### src/memsys_settings.svh
/*
  sizing defines for the memory subsystem
  word and address widths, RAM depth, latency field and reset latency
*/
`ifndef MEMSYS_SETTINGS_SVH
`define MEMSYS_SETTINGS_SVH

// data word width
`define MEMSYS_WORD_W 32

// full word address width seen by the CPU
`define MEMSYS_ADDR_W 32

// implemented address bits, 1024 words
`define MEMSYS_RAM_DEPTH_LOG2 10

// width of the latency setting
`define MEMSYS_LAT_W 4

// latency loaded on reset
`define MEMSYS_RESET_LATENCY 2

`endif

### src/ramLatencyConfig.sv
/*
  RAM latency configuration register
*/
`timescale 1ns/1ps
`include "memsys_settings.svh"

module ramLatencyConfig (
  input  logic                     CLK,
  input  logic                     reset,
  input  logic                     cfgWrite,
  input  logic [`MEMSYS_LAT_W-1:0] cfgLatency,
  output logic [`MEMSYS_LAT_W-1:0] latency
);

  logic [`MEMSYS_LAT_W-1:0] latencyReg;
  logic [`MEMSYS_LAT_W-1:0] latencyNext;

  // a strobe replaces the setting, otherwise it holds
  always_comb begin
    latencyNext = latencyReg;
    if (cfgWrite) begin
      latencyNext = cfgLatency;
    end
  end

  // new value is visible the cycle after the strobe
  always_ff @(posedge CLK) begin
    if (reset) begin
      latencyReg <= `MEMSYS_LAT_W'(`MEMSYS_RESET_LATENCY);
    end else begin
      latencyReg <= latencyNext;
    end
  end

  // the RAM samples this when an access starts
  assign latency = latencyReg;

endmodule

### config.mk
export PLATFORM = sky130hd
export DESIGN_NAME = ramLatencyConfig
export DESIGN_NICKNAME = d
export VERILOG_FILES = /design/src/ramLatencyConfig.sv
export VERILOG_INCLUDE_DIRS = /design/src
export SDC_FILE = /design/constraint.sdc
export NUM_CORES = 1
export LEC_CHECK = 0
export BUFFER_PORTS_ARGS = -buffer_cell sky130_fd_sc_hd__buf_2
export CORE_AREA = 2 2 39 41
export CTS_CLUSTER_DIAMETER = 150
export CTS_CLUSTER_SIZE = 8
export DETAILED_ROUTE_END_ITERATION = 10
export DIE_AREA = 0 0 41 43
export PLACE_DENSITY = 0.42
export SETUP_SLACK_MARGIN = 0.3
export SLEW_MARGIN = 20
export SYNTH_ARGS = -nofsm -noshare
export SYNTH_HDL_FRONTEND = slang
export SYNTH_SLANG_ARGS = --single-unit
### constraint.sdc
create_clock -name CLK -period 0.8 [get_ports CLK]
set_input_delay 0.16 -clock CLK [delete_from_list [all_inputs] [get_ports CLK]]
set_output_delay 0.16 -clock CLK [all_outputs]
set_load 0.03 [all_outputs]
Yosys cells after proc, flatten, opt, wreduce, memory -nomap -nowiden. Cells that the tools add are included.

Output and inout bits: 4. Flip-flop bits (word level): 4. Input port bits: 7. Logic and storage cells: 1.

Logic depth before layout (Yosys ltp).
Word-level depth: 0. Mapped depth: 3. Mapped depth without buffers: 2.

Least setup slack after synthesis. OpenSTA, ideal clock, no wires.

Path type: reg-to-reg. Start: register latency[1] (netlist name). End: register latencyReg[1], in the netlist latency[1]. Arrival time: 772 ps. Data required time: 680 ps. Cell stages (with the launch flop): 3. Buffers on the path: 0. Setup slack: -92 ps. Setup time: 120 ps. Clock period less this slack: 892 ps. Cells stage by stage: dfxtp_1 nor2b_2 a211o_1.

RTL lines: end signal, assigned (line ramLatencyConfig.sv:29) `` latencyReg <= `MEMSYS_LAT_W'(`MEMSYS_RESET_LATENCY); ``; end signal, assigned (line ramLatencyConfig.sv:31) `latencyReg <= latencyNext;`; end, declared (line ramLatencyConfig.sv:15) `` logic [`MEMSYS_LAT_W-1:0] latencyReg; ``.

Final worst setup path.
Start: register latencyReg[2], in the netlist latency[2]. End: output port latency[2].

RTL lines: end, declared (line ramLatencyConfig.sv:12) `` output logic [`MEMSYS_LAT_W-1:0] latency ``.

No word-level cell between the ends.

==> impl_metrics.ini <==
[timing]
hold_viol = 0
skew_ns = 0
fin_crit_ns = 0.863
period_share_pct = 108
fmax_mhz = 1160
setup_ws_ns = -0.0628
maxSlewViolCount = 0
finalSetupViolCount = 4
worst_pin_slew_ns = 0.156
rsz0062_at_grt = yes
max-slew-margin-rel_pct = 89.6

[cells_and_area]
insertedDiodeCount = 0
drive_above_1_share_pct = 72.0
area_delta_synth_final_pct = 92.2
finalInstanceArea_sq_um = 277
nNetsFinal = 34
utilization_pct = 20.0
largest_reg_flops = 4

[grt]
grtUsageTotal_pct = 5.12
antenna_found_initial = 0
grt_pass1_wl_um = 545
grt_start_max_net_pins = 6
grt_pass1_vias = 148
grt-ovfl-total = 0

[routing]
drtIter0Drc = 0
ant_nets = 0
wirelength_um = 352
routed_via_density = 3.27
dr.pass1.iters = 1
drc = 0
vias = 134
wl_per_cell_um = 8.59

[min_path]
hold_class = input port to flip-flop
min_to = latency[2]
holdCritStartpoint = reset
holdPathStages = 2

[yosys]
ys_ff_latch = 4
synth_cell_types = 6
synth_top_cell_by_area = dfxtp_1
synth_fp_nets = 20
synth_area_leaders = dfxtp_1 (56%), mux2i_1 (21%), nor2_1 (7.8%)
synth_edf_count = 0
async_flop_share_pct = 0
synth_top_area_share_pct = 55.7
avgSynthCellArea_sq_um = 11.1
synthesis.area_sq_um = 144
ys_warn_count = 0
synthFlopType = dfxtp_1
yosysSeqAreaShare_pct = 55.7
netlist_instances = 13
synth_most_common_cell = dfxtp_1
synthTopCellsByCount = dfxtp_1 (4), mux2i_1 (3), nor2_1 (3)

[worst_setup_path]
cp.required_ns = 0.64
rr_startpoint = latency[1]
cp_cell_sequence = buf_6
critPathLaunchType = flip-flop
critPathArrivalTime_ns = 0.70
crit_slowest_cell = dfxtp_4
worstPathMaxFanout = 2
r2r_slack_ns = 0.03
path_buf_inv = 1
end_kind = output port
cp_top_family = flip-flops
crit_type = flip-flop to output port
ff2ff_path_depth = 2
critPathMaxStageDelay_ns = 0.34
reg2reg_to = latency[1]

[floorplanning]
dieArea_sq_mm = 0.00176
initial_core_util_pct = 10.4
std_cell_rows = 14
dieHeight_um = 43
die_w_um = 41
ios = 11
coreArea_sq_mm = 0.00138

[placed_design]
io_buffers = 10
placed_area_sq_um = 229
place_ws_ns = 0.0292
gp_congestion = 0.544
dp_hpwl_um = 281

[clocking]
clkTransAtPathRegs_ns = 0.04
root_buffer = clkbuf_4
cts_tree = done
cts_max_path_buffers = 2
postCtsHoldBufs = 0
numCtsBuffers = 3
post_cts_buffers = 0
clock_latency_ns = 0.23
clkSinkCount = 4
cts-htree-levels = 1

[flow_run]
drv_cap = 0

[power_and_ir_drop]
vdd_drop_max_v = 0.000397
powerDensity_mw_per_mm2 = 2030
leakage_nw = 0.133

[outcome]
outcome = complete, but fails checks
violations = negative setup slack
[cell families after synthesis]
kind of cell / synth area share (%)
muxes: 20.9
AOI/OAI and AO/OA: 6.09
buffers and inverters: 3.47
DFF: 55.7
and+or+nand+nor: 13.9
[routing by layer]
metal	up-vias	part of all wire, %	track usage, %
met3	0	13	3.14
met4	0	0	6.00
li1	67	-	-
met5	-	0	0
met2	5	52	5.94
met1	62	35	5.47
[layout by cell type (no fill, tap or decap)]
cell type  count
buf_2          6
mux2i_1        3
clkbuf_4       3
buf_6          4
dfxtp_4        4
a211o_1        1
nor2b_4        1
nor2_1         3
[power by group]
group	internal (W)	switching, W	total [W]
clock	0.000168	0.0000809	0.000249
sequential	0.000209	0.00000874	0.000217
combinational	0.0000493	0.0000466	0.0000959
total	0.000426	0.000136	0.000562
[per-stage QoR]
stage / hold slack, ns / std cells / power [W] / setup TNS (ns)
3_3_place_gp: 0.364 / 38 / 0.000298 / 0
5_1_grt: 0.137 / 41 / 0.000595 / -0.291
6_report: 0.124 / 41 / 0.000562 / -0.224
2_1_floorplan: 0.223 / 13 / 0.000275 / -0.00296
4_1_cts: 0.121 / 41 / 0.000581 / -0.272
3_5_place_dp: 0.373 / 38 / 0.000300 / 0
[timing repair]
item | in CTS | in global routing
resized for setup | 8 | 0
cloned | 0 | 0
pin swaps | 0 | 2
endpoints found under the setup margin | 8 | 8
endpoints found under the hold margin | 0 | 0
[how the worst max path moves through the flow]
stage / startpoint / to / cells after the start
floorplan: latency[1] / latency[1] / 2
global placement: latency[1] / latency[1] / 2
detailed placement: latency[1] / latency[1] / 2
CTS: latency[2] / latency[2] / 1
global route: latency[3] / latency[3] / 1
finish: latency[2] / latency[2] / 1
[cell type report]
class                           count  area (sq um)
Multi-Input combinational cell      8          63.8
Sequential cell                     4          95.1
Clock buffer                        3          22.5
Tap cell                           16          20.0
Timing Repair Buffer               10          75.1
Fill cell                         155          1110
Power figures use the tool's default switching activity.
