**config.mk**
```make
export PLATFORM = sky130hd
export DESIGN_NAME = memoryControl
export DESIGN_NICKNAME = d
export VERILOG_FILES = /design/src/memsysPkg.sv /design/src/memoryControl.sv
export VERILOG_INCLUDE_DIRS = /design/src
export SDC_FILE = /design/constraint.sdc
export NUM_CORES = 1
export LEC_CHECK = 0
export BUFFER_PORTS_ARGS = -buffer_cell sky130_fd_sc_hd__buf_2
export CAP_MARGIN = 25
export CORE_AREA = 3 3 103 105
export CTS_CLUSTER_DIAMETER = 60
export DETAILED_ROUTE_END_ITERATION = 7
export DIE_AREA = 0 0 106 108
export SETUP_SLACK_MARGIN = 0.02
export SYNTH_ARGS = -nofsm -noshare
export SYNTH_HDL_FRONTEND = slang
export SYNTH_SLANG_ARGS = --single-unit
```
**constraint.sdc**
```tcl
create_clock -name CLK -period 2.5 [get_ports CLK]
set_clock_uncertainty 0.15 [all_clocks]
set_input_delay 0.375 -clock CLK [delete_from_list [all_inputs] [get_ports CLK]]
set_output_delay 0.375 -clock CLK [all_outputs]
set_load 0.1 [all_outputs]
```
**src/memsys_settings.svh**
```systemverilog
/*
  sizing defines for the memory subsystem
  word and address widths, RAM depth, latency field and reset latency
*/
`ifndef MEMSYS_SETTINGS_SVH
`define MEMSYS_SETTINGS_SVH

// data word width
`define MEMSYS_WORD_W 32

// full word address width seen by the CPU
`define MEMSYS_ADDR_W 32

// implemented address bits, 1024 words
`define MEMSYS_RAM_DEPTH_LOG2 10

// width of the latency setting
`define MEMSYS_LAT_W 4

// latency loaded on reset
`define MEMSYS_RESET_LATENCY 2

`endif

```
**src/memsysPkg.sv**
```systemverilog
/*
  shared types for the memory subsystem
  word type, RAM and arbiter state enums, CPU and RAM port structs
*/
`include "memsys_settings.svh"

package memsysPkg;

  // one data word or word address
  typedef logic [`MEMSYS_WORD_W-1:0] word_t;

  // state reported by the RAM
  typedef enum logic [1:0] {
    FREE   = 2'd0,
    BUSY   = 2'd1,
    ACCESS = 2'd2,
    ERROR  = 2'd3
  } ramState_t;

  // which port currently owns the RAM
  typedef enum logic [1:0] {
    IDLE   = 2'd0,
    IFETCH = 2'd1,
    DREAD  = 2'd2,
    DWRITE = 2'd3
  } grant_t;

  // requests from the CPU side, held until the matching wait drops
  typedef struct packed {
    logic  iRen;
    logic  dRen;
    logic  dWen;
    word_t iAddr;
    word_t dAddr;
    word_t dStore;
  } cpuReq_t;

  // answers back to the CPU side
  typedef struct packed {
    logic  iWait;
    logic  dWait;
    word_t iLoad;
    word_t dLoad;
  } cpuResp_t;

  // controller to RAM
  typedef struct packed {
    logic  ramRen;
    logic  ramWen;
    word_t ramAddr;
    word_t ramStore;
  } ramReq_t;

  // RAM to controller
  typedef struct packed {
    word_t     ramLoad;
    ramState_t ramState;
  } ramResp_t;

endpackage

```
**src/memoryControl.sv**
```systemverilog
/*
  memory controller joining instruction and data ports to one RAM
  data requests win, a grant holds until the RAM finishes
*/
`timescale 1ns/1ps

module memoryControl (
  input  logic                CLK,
  input  logic                reset,
  input  memsysPkg::cpuReq_t  cpuReq,
  output memsysPkg::cpuResp_t cpuResp,
  output memsysPkg::ramReq_t  ramReq,
  input  memsysPkg::ramResp_t ramResp
);

  memsysPkg::grant_t grant;
  memsysPkg::grant_t grantNext;

  logic ramDone;
  logic dataGrant;
  logic dReq;

  // ERROR also ends the access
  assign ramDone = (ramResp.ramState == memsysPkg::ACCESS) ||
                   (ramResp.ramState == memsysPkg::ERROR);

  assign dReq      = cpuReq.dRen | cpuReq.dWen;
  assign dataGrant = (grant == memsysPkg::DREAD) || (grant == memsysPkg::DWRITE);

  // pick a port only when idle, never preempt
  always_comb begin
    grantNext = grant;
    case (grant)
      memsysPkg::IDLE: begin
        if (cpuReq.dWen) begin
          grantNext = memsysPkg::DWRITE;
        end else if (cpuReq.dRen) begin
          grantNext = memsysPkg::DREAD;
        end else if (cpuReq.iRen) begin
          grantNext = memsysPkg::IFETCH;
        end
      end
      default: begin
        if (ramDone) begin
          grantNext = memsysPkg::IDLE;
        end
      end
    endcase
  end

  always_ff @(posedge CLK) begin
    if (reset) begin
      grant <= memsysPkg::IDLE;
    end else begin
      grant <= grantNext;
    end
  end

  // steer the granted port onto the RAM
  always_comb begin
    ramReq.ramRen   = (grant == memsysPkg::IFETCH) || (grant == memsysPkg::DREAD);
    ramReq.ramWen   = (grant == memsysPkg::DWRITE);
    ramReq.ramAddr  = (grant == memsysPkg::IFETCH) ? cpuReq.iAddr : cpuReq.dAddr;
    ramReq.ramStore = cpuReq.dStore;
  end

  // wait drops only for the port whose access finishes this cycle
  always_comb begin
    cpuResp.iWait = cpuReq.iRen & ~((grant == memsysPkg::IFETCH) & ramDone);
    cpuResp.dWait = dReq & ~(dataGrant & ramDone);
    cpuResp.iLoad = (grant == memsysPkg::IFETCH) ? ramResp.ramLoad : '0;
    cpuResp.dLoad = (grant == memsysPkg::DREAD) ? ramResp.ramLoad : '0;
  end

endmodule

```
* Word level (Yosys, flattened, before mapping)
Index checks and enable logic that the tools add are counted.
Cells by class: eq/ne operators 6, multiplexer cells 8, bitwise operators 7, reduce and logical (&&, ||, !) cells 6
Operators by type and width (number):
- $mux W32 | 3
- $mux W2 | 5
- $eq A2 B2 Y1 const B | 4
- $and A1 B1 Y1 | 4
- $ne A4 B4 Y1 const B | 1
- $logic_or A1 B1 Y1 | 3
- $eq A2 B1 Y1 const B | 1
- $logic_not A2 Y1 | 1
- $not A1 Y1 | 2
- $reduce_and A2 Y1 | 1
- $reduce_bool A2 Y1 | 1
- $or A1 B1 Y1 | 1
Storage, ports and cells: bits in registers 2, bits of input ports 135, word-level logic and storage cells 28

* Logic depth before layout (Yosys ltp)
Gate-level depths: netlist (run 1).
depth after elaboration 5, mapped depth 5, gate-level depth less buffers 5

* Worst setup path after synthesis (run 1)
OpenSTA, ideal clock, no wires.
path kind register to output, start point register grant[1], end point output port cpuResp[65] (netlist bit), arrival 3.058 ns, path slack -1.083 ns, cell stages (with the launch flop) 6, path buffers 2, cells stage by stage dfxtp_1 inv_1 ha_1 buf_6 buf_2 a21boi_0
RTL lines:
- start, declared | line memoryControl.sv:16 | memsysPkg::grant_t grant;
- start signal, assigned | line memoryControl.sv:53 | grant <= memsysPkg::IDLE;
- start signal, assigned | line memoryControl.sv:55 | grant <= grantNext;
- end, declared | line memoryControl.sv:11 | output memsysPkg::cpuResp_t cpuResp,

==> run_results.csv, run 1 <==
group,metric,value,unit
status,outcome,"finished clean",
cts,cts_hold_buf,0,
placement,io_buffers,201,
grt,grt_pass1_vias,1686,
cts,cts_max_path_buffers,2,
timing,tns,0,ns
drt,dr.pass1.iters,4,
grt,gr-usage-met3,2.33,%
finish,filler_cell_count,983,
worst_hold_path,hp-class,"in2reg",
drt,avgRoutedWirePerCell,14.0,µm
power_and_ir_drop,p_leak,1.59,nW
finish,largest_reg_flops,2,
floorplanning,die-area,11400,µm²
floorplanning,ioPinCount,267,
timing,hold_viol_final,0,
timing,slew_viol_final,0,
timing,relSlewSlack,64.9,%
timing,fmax,419,MHz
cts,numCtsBuffers,3,
power_and_ir_drop,ir_drop,284,µV
finish,top_register,"grant",
timing,layout_min_cycle_time,2.38,ns
yosys,syn-num-nets,300,
power_and_ir_drop,p_per_area,714,nW/µm²
placement,dpl.cell_count,457,
floorplanning,die_height,108,µm
finish,n_antenna_cell,0,
drt,drc,0,
floorplanning,core,9730,µm²
yosys,async_reset_ff_share,0,%
critical_path,worst-path-max-fanout,21,
drt,via_count,1718,
timing,finalSetupViolCount,0,
yosys,ys.flop_type,"dfxtp_1",
grt,overflow,0,
yosys,synth_area,1330,µm²
grt,use_met2,19.3,%
timing,layout_worst_path_cycle_share,95.4,%
grt,antenna_found_initial,0,
timing,holdWs,0.212,ns
cts,clock_sinks,2,
grt,grt_pass1_wl,8850,µm
grt,grt.busiest_layer,"met2",
yosys,ys_types,19,
critical_path,crit_path_start_kind,"register",
drt,viasPerCell,3.73,
critical_path,required,1.98,ns
grt,grtUsageMet1,9.77,%
floorplanning,initial_core_util,13.7,%
critical_path,critical_path.endpoint_type,"primary output",
cts,clk_pin_slew,0.03,ns
drt,drt_iter0_markers,76,
cts,cts_tree,"yes",
timing,worst_pin_slew,0.530,ns
floorplanning,die-width,106,µm
finish,syn_to_final_growth,146,%
yosys,ys_warn_count,0,
timing,rsz0062_at_grt,"false",
grt,track_usage,9.64,%
cts,clock_latency,0.21,ns
placement,gp_congestion,0.726,
drt,detail-route-antenna-nets,0,
critical_path,critPathArrivalTime,1.86,ns
yosys,synthCells,160,
yosys,synth_edf_count,0,
cts,htree_levels,1,
finish,nets,469,
finish,drive_gt1_share,74.6,%
yosys,ys_ff_latch,2,
critical_path,crit_type,"reg2out",
finish,finalNonFillerCells,460,
yosys,syn_area_per_cell,8.32,µm²
floorplanning,rows,36,
drt,wirelength,6420,µm
cts,clockRootBuffer,"clkbuf_8",
finish,largest_registers,"grant: 2 flops",
finish,final_common_cell,"buf_2",
yosys,ys_seq_area_share,3.01,%
flow_run,maxCapViolCount,0,
placement,dp_hpwl,5750,µm
grt,grt_start_max_net_pins,33,
finish,layout_common_cells,"137 x buf_2, 66 x buf_12, 64 x and2_1",
[worst max-delay path: stages (launching register included)]
cell and delay [ns]:
dfxtp_1 0.33, inv_1 0.14, ha_4 0.29, buf_12 0.21, mux2_2 0.37, buf_2 0.30
[timing repair]
item,CTS,global route
setup buffers,0,0
endpoints found under the hold margin,0,0
endpoints found under the setup margin,7,0
resized for setup,1,0
[cell usage after synthesis, types with 2 or more instances]
cell	n	area, µm²
and2_1	64	400
buf_2	4	20.0
buf_4	32	240
buf_6	3	33.8
clkbuf_1	3	11.3
dfxtp_1	2	40.0
ha_1	5	62.6
inv_1	3	11.3
mux2_2	15	169
mux2_4	17	255
o21ai_0	4	20.0
[path summary, 6_finish.rpt]
check                   startpoint                     to  slack [ns]  depth (start not counted)
max          grant[1]$_SDFFE_PP0P_             ramReq[32]        0.12                          5
min                          reset  grant[1]$_SDFFE_PP0P_        0.21                          2
max reg2reg  grant[0]$_SDFFE_PP0P_  grant[0]$_SDFFE_PP0P_        1.05                          4
min reg2reg  grant[1]$_SDFFE_PP0P_  grant[1]$_SDFFE_PP0P_        0.37                          2
[cell families (layout without fill, tap and decap cells)]
kind of cell	after synthesis	in the layout	synth area share (%)
multiplexers	32	32	31.9
buffers and inverters	45	212	23.8
AO/OA/AOI/OAI	9	9	4.04
AND/OR/NAND/NOR	67	67	32.6
adder cells (fa/ha/maj)	5	5	4.70
flip-flops	2	2	3.01
[per-stage QoR]
step	area, µm²	power (mW)	setup slack, ns	util (%)
after floorplan	1340	1.83	0.0537	-
after global placement	3230	2.21	0.230	33.2
after detailed placement	3230	2.22	0.191	33.2
after CTS	3280	2.36	0.104	33.7
after global routing	3280	2.41	0.0336	33.7
final	3280	2.34	0.115	33.7
[routing by layer]
| metal | vias up | routed length, µm |
|---|---|---|
| li1 | 816 | - |
| met1 | 751 | 2130 |
| met2 | 139 | 3450 |
| met3 | 12 | 731 |
| met4 | 0 | 99 |
| met5 | - | 0 |
[report_power, final]
part | switching [mW] | total (mW) | internal, mW | leakage [nW]
logic | 1.53 | 2.17 | 0.641 | 1.55
clock network | 0.0249 | 0.127 | 0.102 | 0.0216
registers | 0.00681 | 0.0444 | 0.0376 | 0.0166
total | 1.56 | 2.34 | 0.780 | 1.59
[cell type report]
cell class / count / area [µm²] / area share [%]
clock buffers: 3 / 41.3 / 1.26
inverters: 3 / 11.3 / 0.343
multi-input cells: 113 / 991 / 30.2
flip-flops and latches: 2 / 40.0 / 1.22
well taps: 133 / 166 / 5.07
repair buffers: 206 / 2030 / 61.9
No activity file was read; power rests on OpenSTA's default activity.
==> inputs of run 2 (changes only) <==
--- a/config.mk
+++ b/config.mk
@@ -8,10 +8,11 @@
 export LEC_CHECK = 0
 export BUFFER_PORTS_ARGS = -buffer_cell sky130_fd_sc_hd__buf_2
 export CAP_MARGIN = 25
-export CORE_AREA = 3 3 103 105
+export CORE_AREA = 3 3 104 106
 export CTS_CLUSTER_DIAMETER = 60
 export DETAILED_ROUTE_END_ITERATION = 7
-export DIE_AREA = 0 0 106 108
+export DIE_AREA = 0 0 107 109
+export PLACE_DENSITY = 0.48
 export SETUP_SLACK_MARGIN = 0.02
 export SYNTH_ARGS = -nofsm -noshare
 export SYNTH_HDL_FRONTEND = slang
==> constraint.sdc (replaced) <==
create_clock -name CLK -period 2.1 [get_ports CLK]
set_clock_uncertainty 0.15 [all_clocks]
set_input_delay 0.315 -clock CLK [delete_from_list [all_inputs] [get_ports CLK]]
set_output_delay 0.315 -clock CLK [all_outputs]
set_load 0.1 [all_outputs]
==> run 2 against run 1 <==
  * Worst hold slack worse by 0.069 ns
  * Critical path type unchanged
  * Largest power group unchanged
  * Cell count increased by 0.43%
  * Count of clock-buffer cells in the layout did not move
  * Die area grew 1.9%
  * Critical endpoint is now ramReq[54]
==> run_results.csv, run 2 (synthesis gave the netlist of run 1 again) <==
group,metric,value,unit
critical_path,reg2reg_depth,5,
worst_hold_path,hp-class,"in2reg",
placement,place_area,3340,µm²
cts,post_cts_buffers,0,
drt,drc,0,
power_and_ir_drop,ir_drop,290,µV
placement,io_buffers,201,
critical_path,r2r_start,"grant[0]$_SDFFE_PP0P_",
critical_path,required,1.63,ns
power_and_ir_drop,p_int,1.07,mW
finish,syn_to_final_growth,169,%
grt,grt_pass1_vias,1842,
cts,clk_pin_slew,0.03,ns
floorplanning,die_height,109,µm
cts,clockRootBuffer,"clkbuf_8",
drt,viasPerCell,3.73,
grt,grt_pass1_wl,9630,µm
finish,nets,471,
critical_path,critical-path-top-delay-family,"buffers and inverters",
worst_hold_path,holdPathStages,2,
timing,layout_worst_path_cycle_share,96.5,%
floorplanning,initial_core_util,13.5,%
power_and_ir_drop,p_per_area,830,nW/µm²
power_and_ir_drop,switching_share,63.9,%
timing,hold_viol_final,0,
timing,worst_pin_slew,0.495,ns
worst_hold_path,hold_end,"grant[1]$_SDFFE_PP0P_",
timing,relSlewSlack,67.2,%
critical_path,crit_path_cell_trace,"inv_2 -> ha_4 -> buf_12 -> mux2_4 -> buf_4",
floorplanning,die-width,107,µm
timing,rsz0062_at_grt,"true",
timing,holdWs,0.143,ns
grt,grt_start_max_net_pins,24,
cts,cts_max_path_buffers,2,
grt,antenna_found_initial,0,
floorplanning,core,9860,µm²
placement,gp_congestion,0.696,
finish,n_antenna_cell,0,
grt,track_usage,10.4,%
cts,clock_latency,0.21,ns
power_and_ir_drop,p_leak,1.70,nW
finish,layout_common_cells,"103 x buf_2, 72 x buf_12, 57 x and2_1",
flow_run,maxCapViolCount,0,
cts,numCtsBuffers,3,
floorplanning,rows,36,
cts,cts_tree,"yes",
critical_path,critical_path.endpoint_type,"primary output",
drt,drt_iter0_markers,60,
finish,drive_gt1_share,78.1,%
finish,postLayoutCellArea,3580,µm²
placement,dp_hpwl,5790,µm
critical_path,crit_path_start_kind,"register",
cts,cts_hold_buf,0,
grt,overflow,0,
floorplanning,die-area,11700,µm²
worst_hold_path,min_from,"reset",
finish,largest_reg_flops,2,
critical_path,worst-path-max-fanout,14,
cts,clock_sinks,2,
critical_path,reg2reg_setup_slack,0.71,ns
power_and_ir_drop,netSwitchingPower,1.90,mW
critical_path,max_stage_delay,0.33,ns
power_and_ir_drop,clkPwrFrac,5.1,%
drt,wirelength,6820,µm
critical_path,slowest_stage,"dfxtp_2",
power_and_ir_drop,combPwrFrac,93.0,%
power_and_ir_drop,power_frac_seq,1.9,%
finish,filler_cell_count,1000,
finish,final_common_cell,"buf_2",
drt,dr.pass1.iters,4,
timing,fmax,493,MHz
placement,dpl.cell_count,458,
critical_path,crit_type,"reg2out",
timing,finalSetupViolCount,0,
critical_path,crit_buf_inv,3,
drt,detail-route-antenna-nets,0,
floorplanning,ioPinCount,267,
finish,largest_registers,"grant: 2 flops",
drt,via_count,1724,
drt,avgRoutedWirePerCell,14.8,µm
timing,slew_viol_final,0,
critical_path,critPathArrivalTime,1.56,ns
finish,finalNonFillerCells,462,
finish,top_register,"grant",
critical_path,r2r-end,"grant[0]$_SDFFE_PP0P_",
timing,layout_min_cycle_time,2.03,ns
status,outcome,"finished clean",
cts,htree_levels,1,
timing,tns,0,ns
## run 2: cell types whose count changed in the layout (fill, tap and decap cells not counted), sizes merged
cell | before | now
buf | 206 | 208
## run 2: power groups by stage
stage	combinational (mW)	clock (mW)	sequential [mW]
floorplan	2.13	0	0.0499
detailed placement	2.66	0	0.0518
global placement	2.65	0	0.0511
global route	2.85	0.166	0.0558
CTS	2.76	0.158	0.0550
finish	2.77	0.152	0.0550
## run 2: area by class of cell
type	count	area [µm²]	share of cell area, %
multi-input combinational	113	1020	28.6
clock buffer	3	41.3	1.15
inverter	3	11.3	0.314
tap	133	166	4.65
sequential	2	42.5	1.19
timing repair buffer	208	2300	64.1
## run 2: worst max-delay path by stage
stage                                     start           to  cells after the start
after floorplan           grant[1]$_SDFFE_PP0P_  cpuResp[53]                      5
after global placement    grant[1]$_SDFFE_PP0P_   ramReq[33]                      5
after detailed placement  grant[1]$_SDFFE_PP0P_   ramReq[63]                      5
after CTS                 grant[1]$_SDFFE_PP0P_   ramReq[63]                      5
after global routing      grant[1]$_SDFFE_PP0P_   ramReq[36]                      5
final                     grant[1]$_SDFFE_PP0P_   ramReq[54]                      5
## run 2: per-stage QoR
stage | setup WS (ns) | power (mW) | utilization, %
final | 0.0731 | 2.97 | 36.3
after global routing | 0.00222 | 3.07 | 36.3
after CTS | 0.0161 | 2.97 | 35.8
after detailed placement | 0.0968 | 2.71 | 33.9
after global placement | 0.143 | 2.70 | 33.9
after floorplan | -0.00625 | 2.18 | -
## run 2: layer usage
metal / share of wire, % / vias to the layer above / global-route usage (%)
met5: 0 / - / 0
met1: 32 / 766 / 10.2
met3: 12 / 12 / 3.37
li1: - / 822 / -
met4: 1.4 / 0 / 2.47
met2: 55 / 124 / 21.0
## run 2: repair_timing
action	in CTS	in global routing
cloned	1	0
hold endpoints to repair	0	0
resized for setup	43	16
setup endpoints to repair	59	54
==> inputs of run 3 (changes only) <==
--- a/config.mk
+++ b/config.mk
@@ -6,13 +6,14 @@
 export SDC_FILE = /design/constraint.sdc
 export NUM_CORES = 1
 export LEC_CHECK = 0
-export BUFFER_PORTS_ARGS = -buffer_cell sky130_fd_sc_hd__buf_2
-export CAP_MARGIN = 25
-export CORE_AREA = 3 3 104 106
+export CAP_MARGIN = 10
+export CORE_AREA = 3 3 103 105
 export CTS_CLUSTER_DIAMETER = 60
+export CTS_CLUSTER_SIZE = 16
 export DETAILED_ROUTE_END_ITERATION = 7
-export DIE_AREA = 0 0 107 109
-export PLACE_DENSITY = 0.48
+export DIE_AREA = 0 0 106 108
+export DONT_BUFFER_PORTS = 1
+export PLACE_DENSITY = 0.3
 export SETUP_SLACK_MARGIN = 0.02
 export SYNTH_ARGS = -nofsm -noshare
 export SYNTH_HDL_FRONTEND = slang
==> run 3 against run 2 <==
  * Cell count down 27%
  * Flip-flop and latch count unchanged
  * Setup slack better by 0.017 ns
  * Utilization down 7.3 points
  * Count of clock-buffer cells in the layout unchanged
  * Global-route usage down 2.0 points
  * Maximum frequency up 0.84%
  * Die area down 1.8%
  * First-iteration DRC count down 67%
==> run_results.csv, run 3 (synthesis gave the netlist of run 1 again) <==
group,metric,value,unit
status,outcome,"finished clean",
critical_path,crit_path_start_kind,"register",
timing,tns,0,ns
timing,layout_min_cycle_time,2.01,ns
critical_path,cp-startpoint,"grant[1]$_SDFFE_PP0P_",
grt,overflow,0,
critical_path,r2r-end,"grant[0]$_SDFFE_PP0P_",
cts,htree_levels,1,
grt,grt_pass1_wl,7520,µm
floorplanning,rows,36,
finish,syn_to_final_growth,112,%
placement,place_area,2660,µm²
cts,cts_hold_buf,0,
critical_path,critPathArrivalTime,1.54,ns
finish,n_antenna_cell,0,
critical_path,crit_type,"reg2out",
power_and_ir_drop,p_leak,1.16,nW
finish,top_register,"grant",
cts,clock_latency,0.21,ns
drt,via_count,1291,
timing,worst_pin_slew,0.529,ns
floorplanning,core,9730,µm²
critical_path,reg2reg_setup_slack,0.72,ns
grt,antenna_found_initial,0,
timing,layout_worst_path_cycle_share,95.7,%
grt,grt_start_max_net_pins,20,
drt,detail-route-antenna-nets,0,
placement,io_buffers,0,
critical_path,reg2reg_depth,4,
finish,final_common_cell,"buf_12",
finish,largest_reg_flops,2,
finish,filler_cell_count,1019,
floorplanning,die-width,106,µm
drt,wirelength,5470,µm
finish,nets,346,
cts,numCtsBuffers,3,
critical_path,slowest_stage,"mux2_4",
timing,fmax,498,MHz
placement,gp_congestion,0.664,
power_and_ir_drop,p_per_area,970,nW/µm²
drt,dr.pass1.iters,2,
floorplanning,ioPinCount,267,
power_and_ir_drop,ir_drop,561,µV
timing,holdWs,0.0236,ns
timing,hold_viol_final,0,
cts,clk_pin_slew,0.03,ns
timing,relSlewSlack,64.9,%
cts,clockRootBuffer,"clkbuf_8",
critical_path,max_stage_delay,0.44,ns
worst_hold_path,hp-class,"in2reg",
drt,viasPerCell,3.83,
finish,largest_registers,"grant: 2 flops",
drt,drc,0,
finish,final_util,29.1,%
cts,cts_tree,"yes",
finish,seqCellArea,42.5,µm²
finish,postLayoutCellArea,2830,µm²
critical_path,crit_path_cell_trace,"inv_2 -> ha_4 -> bufbuf_16 -> mux2_4",
cts,clock_sinks,2,
drt,avgRoutedWirePerCell,16.2,µm
critical_path,endpoint,"ramReq[61]",
floorplanning,die_height,108,µm
critical_path,required,1.63,ns
finish,layout_common_cells,"71 x buf_12, 64 x and2_1, 18 x mux2_4",
drt,drt_iter0_markers,20,
critical_path,r2r_start,"grant[0]$_SDFFE_PP0P_",
placement,dp_hpwl,4770,µm
flow_run,maxCapViolCount,0,
finish,drive_gt1_share,61.3,%
floorplanning,initial_core_util,13.7,%
critical_path,critical_path.endpoint_type,"primary output",
grt,grt_pass1_vias,1381,
floorplanning,die-area,11400,µm²
timing,rsz0062_at_grt,"false",
finish,multi_input_area,1010,µm²
power_and_ir_drop,p_total,2.74,mW
grt,track_usage,8.39,%
critical_path,worst-path-max-fanout,17,
timing,slew_viol_final,0,
timing,finalSetupViolCount,0,
cts,cts_max_path_buffers,2,
## run 3: cell count changes in the layout (fill, tap and decap cells not counted), moves of 6 or more
cell / delta
buf_2: -103
and2_1: +7
and2_4: -7
buf_6: -16
buf_4: -6
## run 3: worst min-delay path by stage
| stage | from | end | depth (start not counted) |
|---|---|---|---|
| final | reset | grant[1]$_SDFFE_PP0P_ | 1 |
| after global routing | reset | grant[1]$_SDFFE_PP0P_ | 1 |
| after detailed placement | reset | grant[1]$_SDFFE_PP0P_ | 1 |
| after floorplan | reset | grant[1]$_SDFFE_PP0P_ | 1 |
| after global placement | reset | grant[1]$_SDFFE_PP0P_ | 1 |
| after CTS | reset | grant[1]$_SDFFE_PP0P_ | 1 |
## run 3: metrics by stage
| step | instances | worst slack (ns) |
|---|---|---|
| 3_3_place_gp | 327 | 0.152 |
| 3_5_place_dp | 327 | 0.147 |
| 6_report | 337 | 0.0900 |
| 5_1_grt | 337 | 0.0215 |
| 2_1_floorplan | 160 | -0.00625 |
| 4_1_cts | 331 | 0.0360 |
## run 3: power breakdown
group / internal [mW] / switching (mW)
Clock: 0.121 / 0.0276
Combinational: 0.755 / 1.78
Sequential: 0.0462 / 0.00845
Total: 0.922 / 1.82
## run 3: final cells by class
type,count,area share (%)
tap,133,5.89
timing repair buffer,83,55.0
multi-input combinational,113,35.7
inverter,3,0.398
sequential,2,1.51
clock buffer,3,1.46
## run 3: routing by layer
metal | GRT usage [%] | share of wire, %
met1 | 7.50 | 29
met2 | 17.5 | 54
met3 | 2.81 | 14
met4 | 2.50 | 2.0
met5 | 0 | 0
## run 3: critical path: cells and delay by family (launching register included)
kind       cells  cell delay (ns)
fa+ha+maj      1             0.18
buf+inv        2             0.38
flops          1             0.33
mux            1             0.44
## run 3: what timing repair did
action,in CTS,in global routing
endpoints found under the setup margin,34,59
resized for setup,4,6
buffers inserted,0,6
gates cloned,1,0
endpoints found under the hold margin,0,0
